## src/fpMulPkg.sv

```systemverilog
package fpMulPkg;

	// raw and intermediate widths of the Binary64 multiplier
	typedef logic [63:0] float64T;
	typedef logic [52:0] fracT;
	typedef logic [17:0] limbT;
	typedef logic [105:0] prodT;

	// biased exponent with room for overflow and a two's complement underflow
	typedef logic [12:0] expT;

	// Binary64 field layout
	localparam int fracWidth = 52;
	localparam int expWidth = 11;
	localparam int signPos = 63;

	localparam int expBias = 1023;
	localparam int expMax = 2047;

	// request to response latency in unheld cycles
	localparam int pipeDepth = 4;

	// both operand paths run one stage shorter than the whole unit
	localparam int pathStages = pipeDepth - 1;

	typedef struct packed {
		logic valid;
		float64T a;
		float64T b;
	} mulReqT;

	typedef struct packed {
		logic valid;
		logic sign;
		expT exp;
		logic isZero;
		logic isInf;
	} expInfoT;

	typedef struct packed {
		prodT prod;
	} fracInfoT;

	typedef struct packed {
		logic valid;
		float64T result;
	} mulRespT;

	function automatic logic fieldSign(float64T value);
		return value[signPos];
	endfunction

	function automatic logic [expWidth-1:0] fieldExp(float64T value);
		return value[fracWidth +: expWidth];
	endfunction

	function automatic logic [fracWidth-1:0] fieldFrac(float64T value);
		return value[fracWidth-1:0];
	endfunction

endpackage

```

## src/fpExpPath.sv

```systemverilog
`timescale 1ns/1ps

module fpExpPath
(
	input logic clock,
	input logic reset,
	input logic hold,
	input fpMulPkg::mulReqT request,
	output fpMulPkg::expInfoT expInfo
);
	import fpMulPkg::*;

	// raw exponent fields of both operands
	logic [expWidth-1:0] expA;
	logic [expWidth-1:0] expB;

	logic zeroA;
	logic zeroB;
	logic infA;
	logic infB;

	// decoded info for the incoming pair
	expInfoT stageNext;

	// delay line that keeps the exponent aligned with the significand product
	expInfoT stage [pathStages];

	always_comb
	begin
		expA = fieldExp(request.a);
		expB = fieldExp(request.b);

		// subnormals count as zero, NaNs count as infinity
		zeroA = (expA == '0);
		zeroB = (expB == '0);
		infA = (expA == expWidth'(expMax));
		infB = (expB == expWidth'(expMax));

		stageNext.valid = request.valid;
		stageNext.sign = fieldSign(request.a) ^ fieldSign(request.b);

		// sum of biased exponents leaves one extra bias to remove
		stageNext.exp = expT'(expA) + expT'(expB) - expT'(expBias);

		// a zero operand wins over an infinite one
		stageNext.isZero = zeroA || zeroB;
		stageNext.isInf = (infA || infB) && !(zeroA || zeroB);
	end

	always_ff @(posedge clock)
	begin
		if (reset)
		begin
			// only the valid bits are cleared, payload keeps its value
			for (int i = 0; i < pathStages; i++)
			begin
				stage[i].valid <= 1'b0;
			end
		end
		else if (!hold)
		begin
			stage[0] <= stageNext;
			for (int i = 1; i < pathStages; i++)
			begin
				stage[i] <= stage[i-1];
			end
		end
	end

	// last stage lines up with the registered product
	assign expInfo = stage[pathStages-1];

endmodule

```

## config.mk

```make
export PLATFORM = sky130hd
export DESIGN_NAME = fpExpPath
export DESIGN_NICKNAME = d
export VERILOG_FILES = /design/src/fpMulPkg.sv /design/src/fpExpPath.sv
export SDC_FILE = /design/constraint.sdc
export NUM_CORES = 1
export LEC_CHECK = 0
export BUFFER_PORTS_ARGS = -buffer_cell sky130_fd_sc_hd__clkbuf_2
export CORE_MARGIN = 4
export CORE_UTILIZATION = 45
export DETAILED_ROUTE_END_ITERATION = 10
export HOLD_SLACK_MARGIN = 0.08
export PLACE_DENSITY = 0.87
export SYNTH_ARGS = -nofsm -noshare
export SYNTH_HDL_FRONTEND = slang
export SYNTH_SLANG_ARGS = --single-unit
```

## constraint.sdc

```tcl
create_clock -name clock -period 2.95 [get_ports clock]
set_clock_uncertainty 0.15 [all_clocks]
set_input_delay 0.1475 -clock clock [delete_from_list [all_inputs] [get_ports clock]]
set_output_delay 0.1475 -clock clock [all_outputs]
set_load 0.05 [all_outputs]
```

* Word level (Yosys, flattened, before mapping)
Memories as Yosys holds them, arrays and structs flattened. Cells that the tools add are included.
Storage, ports and cells: flip-flop bits (word level) 0, bits in writable memories 51, input bits 132, output and inout bits 17, logic and storage cells 23, memories 1
Memory list:
- stage | depth 3, bits a word 17, rd ports 3, clocked after Yosys merged registers in 0, wr ports 3, RTL line fpExpPath.sv:26 | expInfoT stage [pathStages];
Cells by class: $add $sub $neg 2, eq/ne operators 2, mux-type cells 8, bitwise logic cells 4, reductions and logical operators 6
Operator list (count):
- $eq A11 B11 Y1 const B | 2
- $logic_not A11 Y1 | 2
- $sub A12 B10 Y13 const B | 1
- $add A11 B11 Y12 | 1
- $mux W1 | 8
- $or A1 B1 Y1 | 3
- $logic_or A1 B1 Y1 | 2
- $logic_and A1 B1 Y1 | 1
- $logic_not A1 Y1 | 1
- $xor A1 B1 Y1 | 1

* Depth between registers and ports, before layout
word-level depth 4, gate-level depth with buffers 11, depth with buffers taken out 11

* Worst setup path before layout
Ideal clock, no wire load.
path type input to register, start point input hold, end point memory stage[0][0] (netlist name) (enable), setup time 428 ps, data arrival time 1952 ps, required time 2372 ps, slack 420 ps, stages on the path 3, buffers on the path 1, cells stage by stage or2_1 -> inv_2 -> clkbuf_1
RTL lines:
- start, declared | RTL line fpExpPath.sv:7 | input logic hold,
- end, declared | RTL line fpExpPath.sv:26

==> impl_metrics.json <==
{
  "final_period_minus_worst_setup_slack_ns": 2.259,
  "grt.overflow.total": 0,
  "synth-edff-count": 51,
  "grt.busiest_layer": "met2",
  "worst_path_dominant_cell_family": "buffers and inverters",
  "drv_slew": 0,
  "clock_tree.htree_level_count": 2,
  "floorplan.die.width_um": 85.70,
  "fp.coreArea_um2": 5886,
  "drt-total-wl_mm": 3.823,
  "cts.reportedPaths.clkPinSlew_ns": 0.09,
  "critPathBufInv": 4,
  "clock_power_share_pct": 33.0,
  "synthTopCellsByArea": "edfxtp_1, ha_1, and2_1, buf_4, nor2_1",
  "part_of_the_yosys_area_used_for_sequential_elements_pct": 56.38,
  "top_regs": "stage x51",
  "critical_path_peak_fanout": 35,
  "antenna_found_initial": 0,
  "die_h_um": 85.70,
  "ys_warn_count": 0,
  "period_share_pct": 76.58,
  "setup-violations-final": 0,
  "worst-slew-pin-transition_ns": 0.5708,
  "cts_buffers": 5,
  "wl_per_cell_um": 11.58,
  "route.detailed.vias_per_inst": 5.033,
  "groute.layer.met2.usage_pct": 19.56,
  "remaining_drc_errors": 0,
  "setup-tns-final_ns": 0,
  "synth_top_cell_by_area": "edfxtp_1",
  "synthMostInstantiatedCell": "edfxtp_1",
  "final_hold_viol_count": 0,
  "cap_violations": 0,
  "yosys_most_used_dff": "edfxtp_1",
  "fp.dieArea_um2": 7344,
  "clock_tree_from_tritoncts": "yes",
  "layout.filler_cells": 526,
  "ant_nets": 0,
  "final_layout_size_suffix_gt1_share_pct": 22.75,
  "max-vdd-ir-drop_mv": 0.2800,
  "synthCells": 219,
  "largest_register_ff_count": 51,
  "first_pass_iters": 4,
  "status": "completed",
  "critical-path-max-stage-delay_ns": 0.54,
  "power.density_nw_per_um2": 539.6,
  "reg2reg_setup_slack_ns": 2.05,
  "detailedRoute.firstIterationViolations": 70,
  "finalCoreUtilization_pct": 52.23,
  "mappedNetlistNets": 373,
  "internal_power_uw": 1278,
  "use_met3_pct": 2.690,
  "cts_resized": 0,
  "share_seq_of_total_power_pct": 50.8,
  "dp.final_hpwl_mm": 3.056,
  "hold_path_class": "in2reg",
  "synth_top_area_share_pct": 56.38,
  "antenna_cells_inserted": 0,
  "fmax_mhz": 442.7,
  "post_synthesis_area_per_instance_um2": 12.40,
  "timing.setup.critical_path_class": "in2reg",
  "rsz_0062_raised_after_global_routing": "false",
  "grt_start_max_net_pins": 36,
  "cts_max_path_buffers": 2,
  "post_synth_num_cell_types": 38,
  "ys_async_sr_fraction_pct": 0,
  "global_route.usage.met1_pct": 12.53,
  "layout.nets": 408,
  "ctsRootBufferMaster": "clkbuf_8",
  "cp.arrival_ns": 2.09,
  "netlist_area_um2": 2716,
  "registers.top_by_ff_count": "stage",
  "grt_usage_pct": 11.25,
  "synth_top_cells_by_count": "edfxtp_1, and2_1, ha_1",
  "p_sw_share_pct": 22.95,
  "clock_insertion_delay_worst_skew_ns": 0.29,
  "power.switching_uw": 380.8,
  "crit_chain": "dlygate4sd3_1, clkbuf_2, or2_1, inv_2, buf_4",
  "gpl.final_weighted_congestion": 0.8718,
  "startpoint_type": "primary input",
  "number_of_global_route_vias_before_repair": 1633,
  "initial_core_util_pct": 46.15,
  "areaGrowthSynthToFinish_pct": 13.17,
  "synth_seq_cells": 51,
  "cellLeakagePower_uw": 0.001232,
  "port_buffers": 44,
  "cp.required_ns": 2.78,
  "io-pin-count": 149,
  "vias": 1661,
  "core.rowCount": 28,
  "setup.worst_path.end_class": "register",
  "post-layout-total-power_uw": 1659,
  "pwr-share-comb_pct": 16.2,
  "clock-sinks": 51,
  "grt_pass1_wl_mm": 6.617,
  "slew_headroom_pct": 61.89,
  "max_stage_delay_cell_worst_path": "dlygate4sd3_1"
}
timing repair:
| action | in CTS | in global routing |
|---|---|---|
| hold buffers | 4 | 0 |
| endpoints found under the hold margin | 5 | 0 |
| buffers inserted | 0 | 0 |
metal layers:
layer | vias up | wire [µm]
li1 | 847 | -
met1 | 727 | 1536
met2 | 70 | 1847
met3 | 17 | 292
met4 | 0 | 146
met5 | - | 0
power groups by stage:
stage | clock network, µW | logic [µW] | registers, µW
floorplan | 0 | 203 | 859
global placement | 0 | 250 | 859
detailed placement | 0 | 262 | 860
CTS | 561 | 270 | 843
global route | 583 | 301 | 847
finish | 547 | 269 | 843
placed cells by master, fill, tap and decap left out, drive strengths merged, types with 2 or more instances in the layout:
cell type and instances:
a21o 2, bufinv 2, nand2 5, dlygate4sd3 4, and2 39, o41ai 2, nor2 10, a21oi 7
o21ai 4, nor2b 2, xor2 4, inv 10, nand4b 2, nor3 7, a211oi 2, nand2b 3
nand3 3, ha 21, edfxtp 51, clkbuf 49, o21a 2, a41oi 2, nor4 4, buf 2
nand4 5
path summary, 6_finish.rpt:
| path | endpoint | cells after the start | start |
|---|---|---|---|
| setup reg to reg | stage[0][33]$_SDFFCE_PN0P_ | 1 | stage[0][16]$_SDFFCE_PN0P_ |
| setup / recovery | stage[0][22]$_DFFE_PP_ | 5 | hold |
| hold reg to reg | stage[0][36]$_DFFE_PP_ | 1 | stage[0][19]$_DFFE_PP_ |
| hold / removal | stage[0][50]$_SDFFCE_PN0P_ | 2 | reset |
metrics by stage:
stage,hold slack (ns),cell area (µm²),cells,setup slack [ns]
after floorplan,0.1957,2716,219,0.4196
after global placement,0.2737,2898,318,0.6620
after detailed placement,0.2834,2898,318,0.5835
after CTS,0.1015,3074,330,0.6800
after global routing,0.1299,3074,330,0.5544
final,0.1124,3074,330,0.6910
logic make-up (layout without fill, tap and decap cells):
| family | Yosys count | in the layout | share of synthesized area (%) |
|---|---|---|---|
| adders and majority gates | 22 | 22 | 10.41 |
| AOI/OAI and AO/OA | 24 | 24 | 6.172 |
| muxes | 1 | 1 | 0.3685 |
| and+or+nand+nor | 84 | 84 | 18.24 |
| xor gates and xnor gates | 5 | 5 | 1.612 |
| DFF | 51 | 51 | 56.38 |
| buffers and inverters | 32 | 68 | 6.816 |
cell type report:
| class | count | area (µm²) | area share [%] |
|---|---|---|---|
| Timing Repair Buffer | 50 | 275.3 | 8.954 |
| Clock buffer | 5 | 68.82 | 2.239 |
| Sequential cell | 51 | 1531 | 49.82 |
| Clock inverter | 3 | 67.56 | 2.198 |
| Tap cell | 75 | 93.84 | 3.053 |
| Multi-Input combinational cell | 136 | 999.7 | 32.52 |
| Inverter | 10 | 37.54 | 1.221 |
Power figures use the tool's default switching activity.
