**src/fpMulPkg.sv**
```systemverilog
package fpMulPkg;

	// raw and intermediate widths of the Binary64 multiplier
	typedef logic [63:0] float64T;
	typedef logic [52:0] fracT;
	typedef logic [17:0] limbT;
	typedef logic [105:0] prodT;

	// biased exponent with room for overflow and a two's complement underflow
	typedef logic [12:0] expT;

	// Binary64 field layout
	localparam int fracWidth = 52;
	localparam int expWidth = 11;
	localparam int signPos = 63;

	localparam int expBias = 1023;
	localparam int expMax = 2047;

	// request to response latency in unheld cycles
	localparam int pipeDepth = 4;

	// both operand paths run one stage shorter than the whole unit
	localparam int pathStages = pipeDepth - 1;

	typedef struct packed {
		logic valid;
		float64T a;
		float64T b;
	} mulReqT;

	typedef struct packed {
		logic valid;
		logic sign;
		expT exp;
		logic isZero;
		logic isInf;
	} expInfoT;

	typedef struct packed {
		prodT prod;
	} fracInfoT;

	typedef struct packed {
		logic valid;
		float64T result;
	} mulRespT;

	function automatic logic fieldSign(float64T value);
		return value[signPos];
	endfunction

	function automatic logic [expWidth-1:0] fieldExp(float64T value);
		return value[fracWidth +: expWidth];
	endfunction

	function automatic logic [fracWidth-1:0] fieldFrac(float64T value);
		return value[fracWidth-1:0];
	endfunction

endpackage

```
**src/fpNormPack.sv**
```systemverilog
`timescale 1ns/1ps

module fpNormPack
(
	input logic clock,
	input logic reset,
	input logic hold,
	input fpMulPkg::expInfoT expInfo,
	input fpMulPkg::fracInfoT fracInfo,
	output fpMulPkg::mulRespT response
);
	import fpMulPkg::*;

	prodT prod;

	// fraction bits kept after normalization and the bit below them
	logic [fracWidth-1:0] keep;
	logic roundBit;

	// one extra bit catches the carry out of rounding
	logic [fracWidth:0] rounded;

	expT expNorm;
	expT expFinal;

	logic toZero;
	logic toInf;

	float64T packedResult;

	always_comb
	begin
		prod = fracInfo.prod;

		// product of two significands in [1,2) lies in [1,4)
		if (prod[105])
		begin
			keep = prod[104:53];
			roundBit = prod[52];
			expNorm = expInfo.exp + expT'(1);
		end
		else
		begin
			keep = prod[103:52];
			roundBit = prod[51];
			expNorm = expInfo.exp;
		end

		// round half up, a carry out leaves the fraction at zero
		rounded = {1'b0, keep} + {{fracWidth{1'b0}}, roundBit};
		expFinal = expNorm + expT'(rounded[fracWidth]);

		toZero = expInfo.isZero || ($signed(expFinal) <= 0);
		toInf = expInfo.isInf || ($signed(expFinal) >= expMax);

		if (toZero)
		begin
			// underflow and zero operands always give +0
			packedResult = '0;
		end
		else if (toInf)
		begin
			packedResult = {expInfo.sign, expWidth'(expMax), {fracWidth{1'b0}}};
		end
		else
		begin
			packedResult = {expInfo.sign, expFinal[expWidth-1:0], rounded[fracWidth-1:0]};
		end
	end

	always_ff @(posedge clock)
	begin
		if (reset)
		begin
			response <= '0;
		end
		else if (!hold)
		begin
			response.valid <= expInfo.valid;
			response.result <= packedResult;
		end
	end

endmodule
```
**config.mk**
```make
export PLATFORM = sky130hd
export DESIGN_NAME = fpNormPack
export DESIGN_NICKNAME = d
export VERILOG_FILES = /design/src/fpMulPkg.sv /design/src/fpNormPack.sv
export SDC_FILE = /design/constraint.sdc
export NUM_CORES = 1
export LEC_CHECK = 0
export BUFFER_PORTS_ARGS = -buffer_cell sky130_fd_sc_hd__buf_2
export CAP_MARGIN = 30
export CORE_MARGIN = 2
export CORE_UTILIZATION = 55
export CTS_BUF_LIST = sky130_fd_sc_hd__clkbuf_4 sky130_fd_sc_hd__clkbuf_8 sky130_fd_sc_hd__clkbuf_16
export DETAILED_ROUTE_END_ITERATION = 16
export HOLD_SLACK_MARGIN = 0.12
export PLACE_DENSITY_LB_ADDON = 0.15
export SYNTH_ARGS = -nofsm -noshare
export SYNTH_HDL_FRONTEND = slang
export SYNTH_SLANG_ARGS = --single-unit
```
**constraint.sdc**
```tcl
create_clock -name clock -period 8.9 [get_ports clock]
set_input_delay 0 -clock clock [delete_from_list [all_inputs] [get_ports clock]]
set_output_delay 0 -clock clock [all_outputs]
set_load 0.1 [all_outputs]
```
# Word level (Yosys, flattened, before mapping)
# Index checks and enable logic that the tools add are counted.
word_totals:
  register_bits: 65
  inputBits: 126
  word_cells: 14
classes:
  n_addsub: 3
  magnitude_cmp: 2
  n_mux: 5
  n_reduce_logical: 2
ops:
  columns: ["cell", "n"]
  rows:
  - ["64-bit 2-to-1 mux", 1]
  - ["63-bit 2-to-1 mux", 1]
  - ["52-bit by 1-bit adder with 53-bit output", 1]
  - ["52-bit 2-to-1 mux", 1]
  - ["13-bit by 1-bit adder with 13-bit output", 1]
  - ["13-bit by 1-bit adder with 13-bit output (second input constant)", 1]
  - ["13-bit by 12-bit >= comparator with 1-bit output (second input constant)", 1]
  - ["13-bit by 1-bit <= comparator with 1-bit output (second input constant)", 1]
  - ["13-bit 2-to-1 mux", 1]
  - ["1-bit logical OR", 2]
  - ["1-bit 2-to-1 mux", 1]

# Logic depth before layout (Yosys ltp)
# Gate-level depths: netlist (run 1).
depth:
  ltp_word: 7
  mapped_depth: 26
  depth_no_buf: 18

# Worst setup path after synthesis (run 1)
# Ideal clock, no wire load.
synth_timing:
  kind: "input port to flip-flop"
  start: "input port fracInfo[105] (netlist name)"
  end: "register response[11] (netlist name)"
  setup_ns: 0.119
  t_arrival_ns: 5.778
  slack_ns: 3.004
  path_stages: 26
  n_path_buf: 8
  cell_sequence: "buf_6 buf_6 buf_2 clkbuf_1 buf_1 clkbuf_1 mux2_2 ha_1 ha_1 nand3_1 nor4_4 nand3_1 or4b_2 nor4_1 ha_1 ha_1 nand2_1 o21ai_1 and3_1 buf_2 o2111a_1 xnor2_1 nor4_1 nor4_4 buf_6 a32o_1"
synth_between:
  elab_chain_len: 7
  elab_cells_between_ends: 11
  cone_classes: "add/sub: 2; order compare: 2; mux: 5; reduce/logical: 2"
synth_rtl:
  columns: ["element", "line", "rtl"]
  rows:
  - ["start: declaration", "fpNormPack.sv:9", "input fpMulPkg::fracInfoT fracInfo,"]
  - ["52-bit 2-to-1 mux / 1-bit 2-to-1 mux (equally long branches)", "fpNormPack.sv:36", "if (prod[105])"]
  - ["52-bit by 1-bit adder with 53-bit output", "fpNormPack.sv:50", "rounded = {1'b0, keep} + {{fracWidth{1'b0}}, roundBit};"]
  - ["13-bit by 1-bit adder with 13-bit output", "fpNormPack.sv:51", "expFinal = expNorm + expT'(rounded[fracWidth]);"]
  - ["13-bit by 12-bit >= comparator with 1-bit output", "fpNormPack.sv:54", "toInf = expInfo.isInf || ($signed(expFinal) >= expMax);"]
  - ["1-bit logical OR", "fpNormPack.sv:54", null]
  - ["63-bit 2-to-1 mux", "fpNormPack.sv:61", "else if (toInf)"]
  - ["64-bit 2-to-1 mux *", "fpNormPack.sv:56", "if (toZero)"]
  - ["end: declaration", "fpNormPack.sv:10", "output fpMulPkg::mulRespT response"]
# Mark *: on every way between the ends. The rest lies on a longest branch, timed or not.
# A chain may end at the register's enable or synchronous reset.

# Worst setup path after layout (run 1)
layout_timing:
  start: "input port fracInfo[105] (netlist name)"
  end: "register response[38] (netlist name)"
# Same word-level chain as after synthesis.

==> impl_metrics.json, run 1 <==
{
  "vias": 5309,
  "r2r_start": "response[64]",
  "gr-usage-all-layers_pct": 26.8,
  "ys_seq_area_share_pct": 24.8,
  "fp.dieH_um": 102,
  "top_regs": "response (65)",
  "synth_edf_count": 0,
  "syn-num-nets": 771,
  "worst_setup_path_start_kind": "input pin",
  "die_w_um": 102,
  "finalCritPeriodShare_pct": 70.0,
  "wl_um": 14000,
  "dr.pass1.iters": 5,
  "hp-start": "fracInfo[102]",
  "routed_via_density": 5.85,
  "slew_violations": 0,
  "reg2regPathDepth": 3,
  "regMostFlops": "response",
  "synthCells": 640,
  "worst_pin_slew_ns": 0.952,
  "grt_pass1_vias": 4957,
  "coreArea_um2": 9240,
  "clk_latency_ns": 0.34,
  "nNetsFinal": 905,
  "cp.required_ns": 9.19,
  "synthesis.area_um2": 5250,
  "overflow": 0,
  "wl_per_cell_um": 15.5,
  "synth-seq-cells": 65,
  "cts_max_level": 3,
  "nFillCells": 799,
  "drive_gt1_share_pct": 24.4,
  "largest_register_ffs": 65,
  "ir_worst_vdd_v": 0.0000594,
  "holdWs_ns": 0.132,
  "leakage_nw": 2.71,
  "arrival_ns": 6.52,
  "synth_cell_types": 64,
  "whs_endpoint": "response[49]",
  "cts_buffers": 9,
  "period_needed_ns": 6.23,
  "cts.sinks": 65,
  "utilization_pct": 68.3,
  "antenna_found_initial": 0,
  "rows": 35,
  "async_reset_ff_share_pct": 0,
  "rsz0062_at_grt": "false",
  "cap_violations": 0,
  "hold_class": "input pin to flip-flop",
  "ys.flop_type": "dfxtp_1",
  "tns_ns": 0,
  "yosys_warnings": 0,
  "portBuffers": 139,
  "n_antenna_cell": 0,
  "cts-hold-fix-buffers": 17,
  "reg2reg_slack_ns": 7.71,
  "cts_resized": 0,
  "crit_type": "input pin to flip-flop",
  "grt_pass1_wl_um": 22500,
  "skew_ns": 0,
  "antenna_left": 0,
  "drt_iter0_markers": 161,
  "hold_viol": 0,
  "cts_root_buf": "clkbuf_8",
  "gp_congestion": 0.886,
  "cts_buffer_depth": 2,
  "cts_setup_buffers": 0,
  "fmax_mhz": 160,
  "cts_tree": "built",
  "setup_viol": 0,
  "area_delta_synth_final_pct": 20.1,
  "grt_max_degree": 65,
  "outcome": "finished, final reports clean",
  "power.density_nw_per_um2": 116,
  "crit_path_end_kind": "flip-flop",
  "cp_max_fo": 50,
  "start_util_pct": 56.8,
  "rr_endpoint": "response[64]",
  "drc": 0,
  "hold-path-cell-count": 4,
  "die_area_um2": 10300,
  "hpwl_um": 10300,
  "syn_area_per_cell_um2": 8.21,
  "num_io_pins": 191,
  "maxSlewHeadroom_pct": 36.1,
  "clk_transition_reported_paths_ns": 0.08
}
-- power breakdown --
group,switching (mW),internal (mW)
logic,0.117,0.0615
registers,0.00240,0.295
clock network,0.123,0.135
total,0.242,0.492
-- worst max path at each step --
| stage | from | endpoint | slack, ns |
|---|---|---|---|
| 2_1_floorplan | fracInfo[105] | response[11] | 3.00 |
| 3_5_place_dp | fracInfo[105] | response[52] | 2.75 |
| 3_3_place_gp | fracInfo[105] | response[62] | 2.85 |
| 5_1_grt | fracInfo[105] | response[6] | 2.10 |
| 4_1_cts | fracInfo[105] | response[42] | 2.70 |
| 6_report | fracInfo[105] | response[38] | 2.67 |
-- layer usage --
metal,vias to the layer above,GRT usage (%),part of all wire (%),routed length (um)
met5,-,0,0,0
met3,23,5.11,6.2,875
li1,2618,-,-,-
met2,167,47.0,49,6880
met4,0,9.25,1.8,252
met1,2501,32.6,43,6050
-- cell usage in the layout, fill, tap and decap left out, types with 3 or more instances in the layout --
master / instances
o21ai_0: 14
dfxtp_1: 65
mux2_2: 6
ha_1: 5
or3_1: 5
nand4b_1: 3
nand3b_1: 6
nand3_1: 44
xnor2_1: 26
nor3_1: 10
buf_4: 7
nor2b_1: 11
nor4_4: 3
a21oi_1: 22
a31oi_1: 3
nand2_1: 78
and3_1: 11
xor2_1: 56
o21a_1: 3
nand2b_1: 3
nor2_1: 38
a211oi_1: 3
a22o_1: 54
a21o_1: 5
and2_1: 7
nand4_1: 21
a32o_1: 10
inv_1: 6
mux2i_1: 35
clkbuf_8: 9
buf_2: 138
xnor2_2: 3
dlygate4sd3_1: 17
nor4_1: 9
-- synth_stat cells (3+ instances only) --
master	number	share of area, %
nor4_4	3	1.2
mux2i_1	35	6.7
nor2_1	38	2.7
a22o_1	54	9.0
buf_2	8	0.76
nand3b_1	6	0.86
a211oi_1	3	0.43
nor3_1	10	0.95
inv_1	6	0.43
buf_1	6	0.43
nand2b_1	3	0.36
a32o_1	10	1.9
nor2b_1	12	1.4
clkbuf_1	15	1.1
a21oi_1	22	2.1
nor4_1	9	1.1
buf_6	8	1.7
a31oi_1	3	0.36
xnor2_2	3	0.93
mux2_2	6	1.3
o21a_1	3	0.43
xor2_1	56	9.3
or3_1	5	0.60
dfxtp_1	65	25
nand4b_1	3	0.50
and2_1	7	0.83
xnor2_1	26	4.3
nand3_1	44	4.2
o21ai_0	14	1.3
a21o_1	5	0.71
nand4_1	21	2.5
nand2_1	78	5.6
and3_1	11	1.3
ha_1	5	1.2
-- per-stage QoR --
step                      setup slack [ns]  cells  total power, mW  cell area [um^2]
after global routing                  2.10    908            0.764              6310
final                                 2.67    908            0.734              6310
after CTS                             2.70    908            0.739              6310
after floorplan                       3.00    640            0.426              5250
after detailed placement              2.75    875            0.477              5940
after global placement                2.85    875            0.473              5940
-- kinds of logic after synthesis --
family	synth area share [%]
simple gates	27.6
buf+inv	4.65
mux	7.96
fa+ha+maj	1.19
xor+xnor	14.6
flops	24.8
compound gates	19.2
-- area by class of cell --
type / instances / area (um^2) / share of cell area (%)
inverter: 6 / 22.5 / 0.357
tap: 129 / 161 / 2.56
sequential: 65 / 1300 / 20.6
clock inverter: 5 / 56.3 / 0.893
timing repair buffer: 162 / 913 / 14.5
multi-input combinational: 530 / 3710 / 58.9
clock buffer: 11 / 139 / 2.20
-- worst max-delay path, cell delays in order --
cell           delay (ns)
buf_4                0.49
mux2_2               0.28
ha_1                 0.16
ha_1                 0.21
nand3_1              0.17
nor4_4               0.45
nand3_1              0.27
or4b_2               0.70
nor4_1               0.37
ha_1                 0.26
ha_1                 0.25
nand2_1              0.07
o21ai_1              0.39
nand3_1              0.25
o31ai_1              0.44
a222oi_1             0.19
and4_4               0.23
nor4_4               0.21
buf_4                0.35
a32o_1               0.20
dlygate4sd3_1        0.54
(Power assumes the default switching activity.)
==> inputs of run 2 (changes only) <==
Settings changed: CORE_UTILIZATION 55 to 46.
Clock period 8.9 ns to 5.6 ns, I/O delays scaled along.
==> impl_metrics.json, run 2 (synthesis results as in run 1) <==
{
  "largest_register_ffs": 65,
  "portBuffers": 139,
  "cp_max_fo": 28,
  "gp_congestion": 0.883,
  "period_needed_ns": 5.28,
  "worst_pin_slew_ns": 0.857,
  "total_power_mw": 1.34,
  "grt_pass1_vias": 5044,
  "nNetsFinal": 899,
  "crit_path_end_kind": "flip-flop",
  "ir_worst_vdd_v": 0.000155,
  "final_cell_mix": "buf_2, nand2_1, dfxtp_1",
  "top_regs": "response (65)",
  "fp.dieH_um": 111,
  "finalCritPeriodShare_pct": 94.3,
  "dr.pass1.iters": 5,
  "hpwl_um": 10600,
  "final_common_cell": "buf_2",
  "cts_buffer_depth": 2,
  "die_w_um": 111,
  "fmax_mhz": 189,
  "crit_type": "input pin to flip-flop",
  "clk_transition_reported_paths_ns": 0.06,
  "routed_via_density": 5.86,
  "reg2regPathDepth": 2,
  "gr-usage-all-layers_pct": 22.8,
  "outcome": "finished, final reports clean",
  "coreArea_um2": 11300,
  "cpMaxStageDelayCell": "or4b_2",
  "slew_violations": 0,
  "clk_latency_ns": 0.33,
  "drt_iter0_markers": 328,
  "regMostFlops": "response",
  "cts_root_buf": "clkbuf_16",
  "leakage_nw": 2.74,
  "cts_tree": "built",
  "tns_ns": 0,
  "start_util_pct": 46.6,
  "hold_viol": 0,
  "cts_max_level": 3,
  "hold-path-cell-count": 4,
  "worst_setup_path_start_kind": "input pin",
  "p_comb_share_pct": 21.3,
  "n_antenna_cell": 0,
  "rows": 39,
  "hold_class": "input pin to flip-flop",
  "setup_viol": 0,
  "cts_setup_buffers": 0,
  "power_frac_clock_pct": 43.3,
  "die_area_um2": 12300,
  "worst-path-buf-inv": 3,
  "vias": 5360,
  "cts.sinks": 65,
  "cap_violations": 0,
  "p_int_uw": 943,
  "drive_gt1_share_pct": 25.2,
  "maxSlewHeadroom_pct": 42.9,
  "antenna_left": 0,
  "drc": 0,
  "path_delay_family": "simple AND/OR/NAND/NOR gates",
  "wl_per_cell_um": 15.8,
  "antenna_found_initial": 0,
  "skew_ns": 0,
  "grt_max_degree": 95,
  "area_delta_synth_final_pct": 22.0,
  "crit_chain": "buf_4, mux2_2, ha_1, ha_1, nand3_1, nor4_4, nand3_1, or4b_2, nor4_1, ha_1, ha_1, nand2_1, o21ai_4, and3_2, nand4_1, a222oi_1, and4_4, nor4_4, buf_6, a32o_1, dlygate4sd3_1",
  "p_sw_uw": 395,
  "overflow": 0,
  "cp.required_ns": 5.82,
  "p_seq_share_pct": 35.4,
  "crit_path_frequent_cell": "ha_1",
  "power.density_nw_per_um2": 209,
  "crit_path_max_incr_delay_ns": 0.67,
  "crit_cells": 21,
  "wl_um": 14400,
  "p_sw_share_pct": 29.5,
  "arrival_ns": 5.50,
  "utilization_pct": 56.9,
  "rsz0062_at_grt": "false",
  "num_io_pins": 191,
  "cts_buffers": 9,
  "grt_pass1_wl_um": 23800
}
## run 2: cell types whose count changed in the layout (fill, tap and decap cells not counted), moves of 2 or more
| cell | change |
|---|---|
| clkbuf_8 | -6 |
| clkinv_2 | -2 |
| clkbuf_16 | +9 |
| clkbuf_4 | -2 |
| dlygate4sd3_1 | -8 |
## run 2: worst reg2reg max path: cells and delay by family, from the launching register on
family,cells,cell delay (ns)
compound gates,1,0.20
buf+inv,1,0.54
flops,1,0.31
## run 2: power groups by stage
stage	registers [mW]	logic, mW	clock network, mW
6_report	0.473	0.285	0.579
2_1_floorplan	0.533	0.145	0
3_3_place_gp	0.483	0.274	0
3_5_place_dp	0.483	0.279	0
5_1_grt	0.474	0.310	0.608
4_1_cts	0.473	0.284	0.587
## run 2: timing repair
| action | 4_1_cts | 5_1_grt |
|---|---|---|
| endpoints found under the hold margin | 7 | 0 |
| setup endpoints to repair | 0 | 1 |
| hold buffers | 9 | 0 |
| gates resized for setup | 0 | 5 |
## run 2: per-layer routing
layer | up-vias | GRT usage, % | wire length, um
met3 | 20 | 4.65 | 751
met4 | 0 | 6.58 | 226
met2 | 154 | 39.3 | 7010
met5 | - | 0 | 0
met1 | 2581 | 28.8 | 6430
li1 | 2605 | - | -
## run 2: worst paths after layout
kind | from | endpoint | slack [ns]
min | fracInfo[58] | response[6] | 0.13
max reg2reg | response[38] | response[38] | 4.44
min reg2reg | response[31] | response[31] | 0.46
max | fracInfo[105] | response[38] | 0.32
## run 2: final cells by class
type / instances / area, um^2
Timing Repair Buffer: 156 / 865
Tap cell: 143 / 179
Multi-Input combinational cell: 530 / 3740
Clock buffer: 12 / 267
Inverter: 6 / 22.5
Clock inverter: 2 / 37.5
Sequential cell: 65 / 1300
Fill cell: 1092 / 4860
## run 2: metrics by stage
step	cells	instance area, um^2	setup WS [ns]	hold slack, ns
floorplan	640	5260	0.0254	0.0724
global placement	891	5990	0.458	0.212
detailed placement	891	5990	0.218	0.222
CTS	914	6390	0.0938	0.120
global route	914	6410	0.0172	0.152
finish	914	6410	0.321	0.128
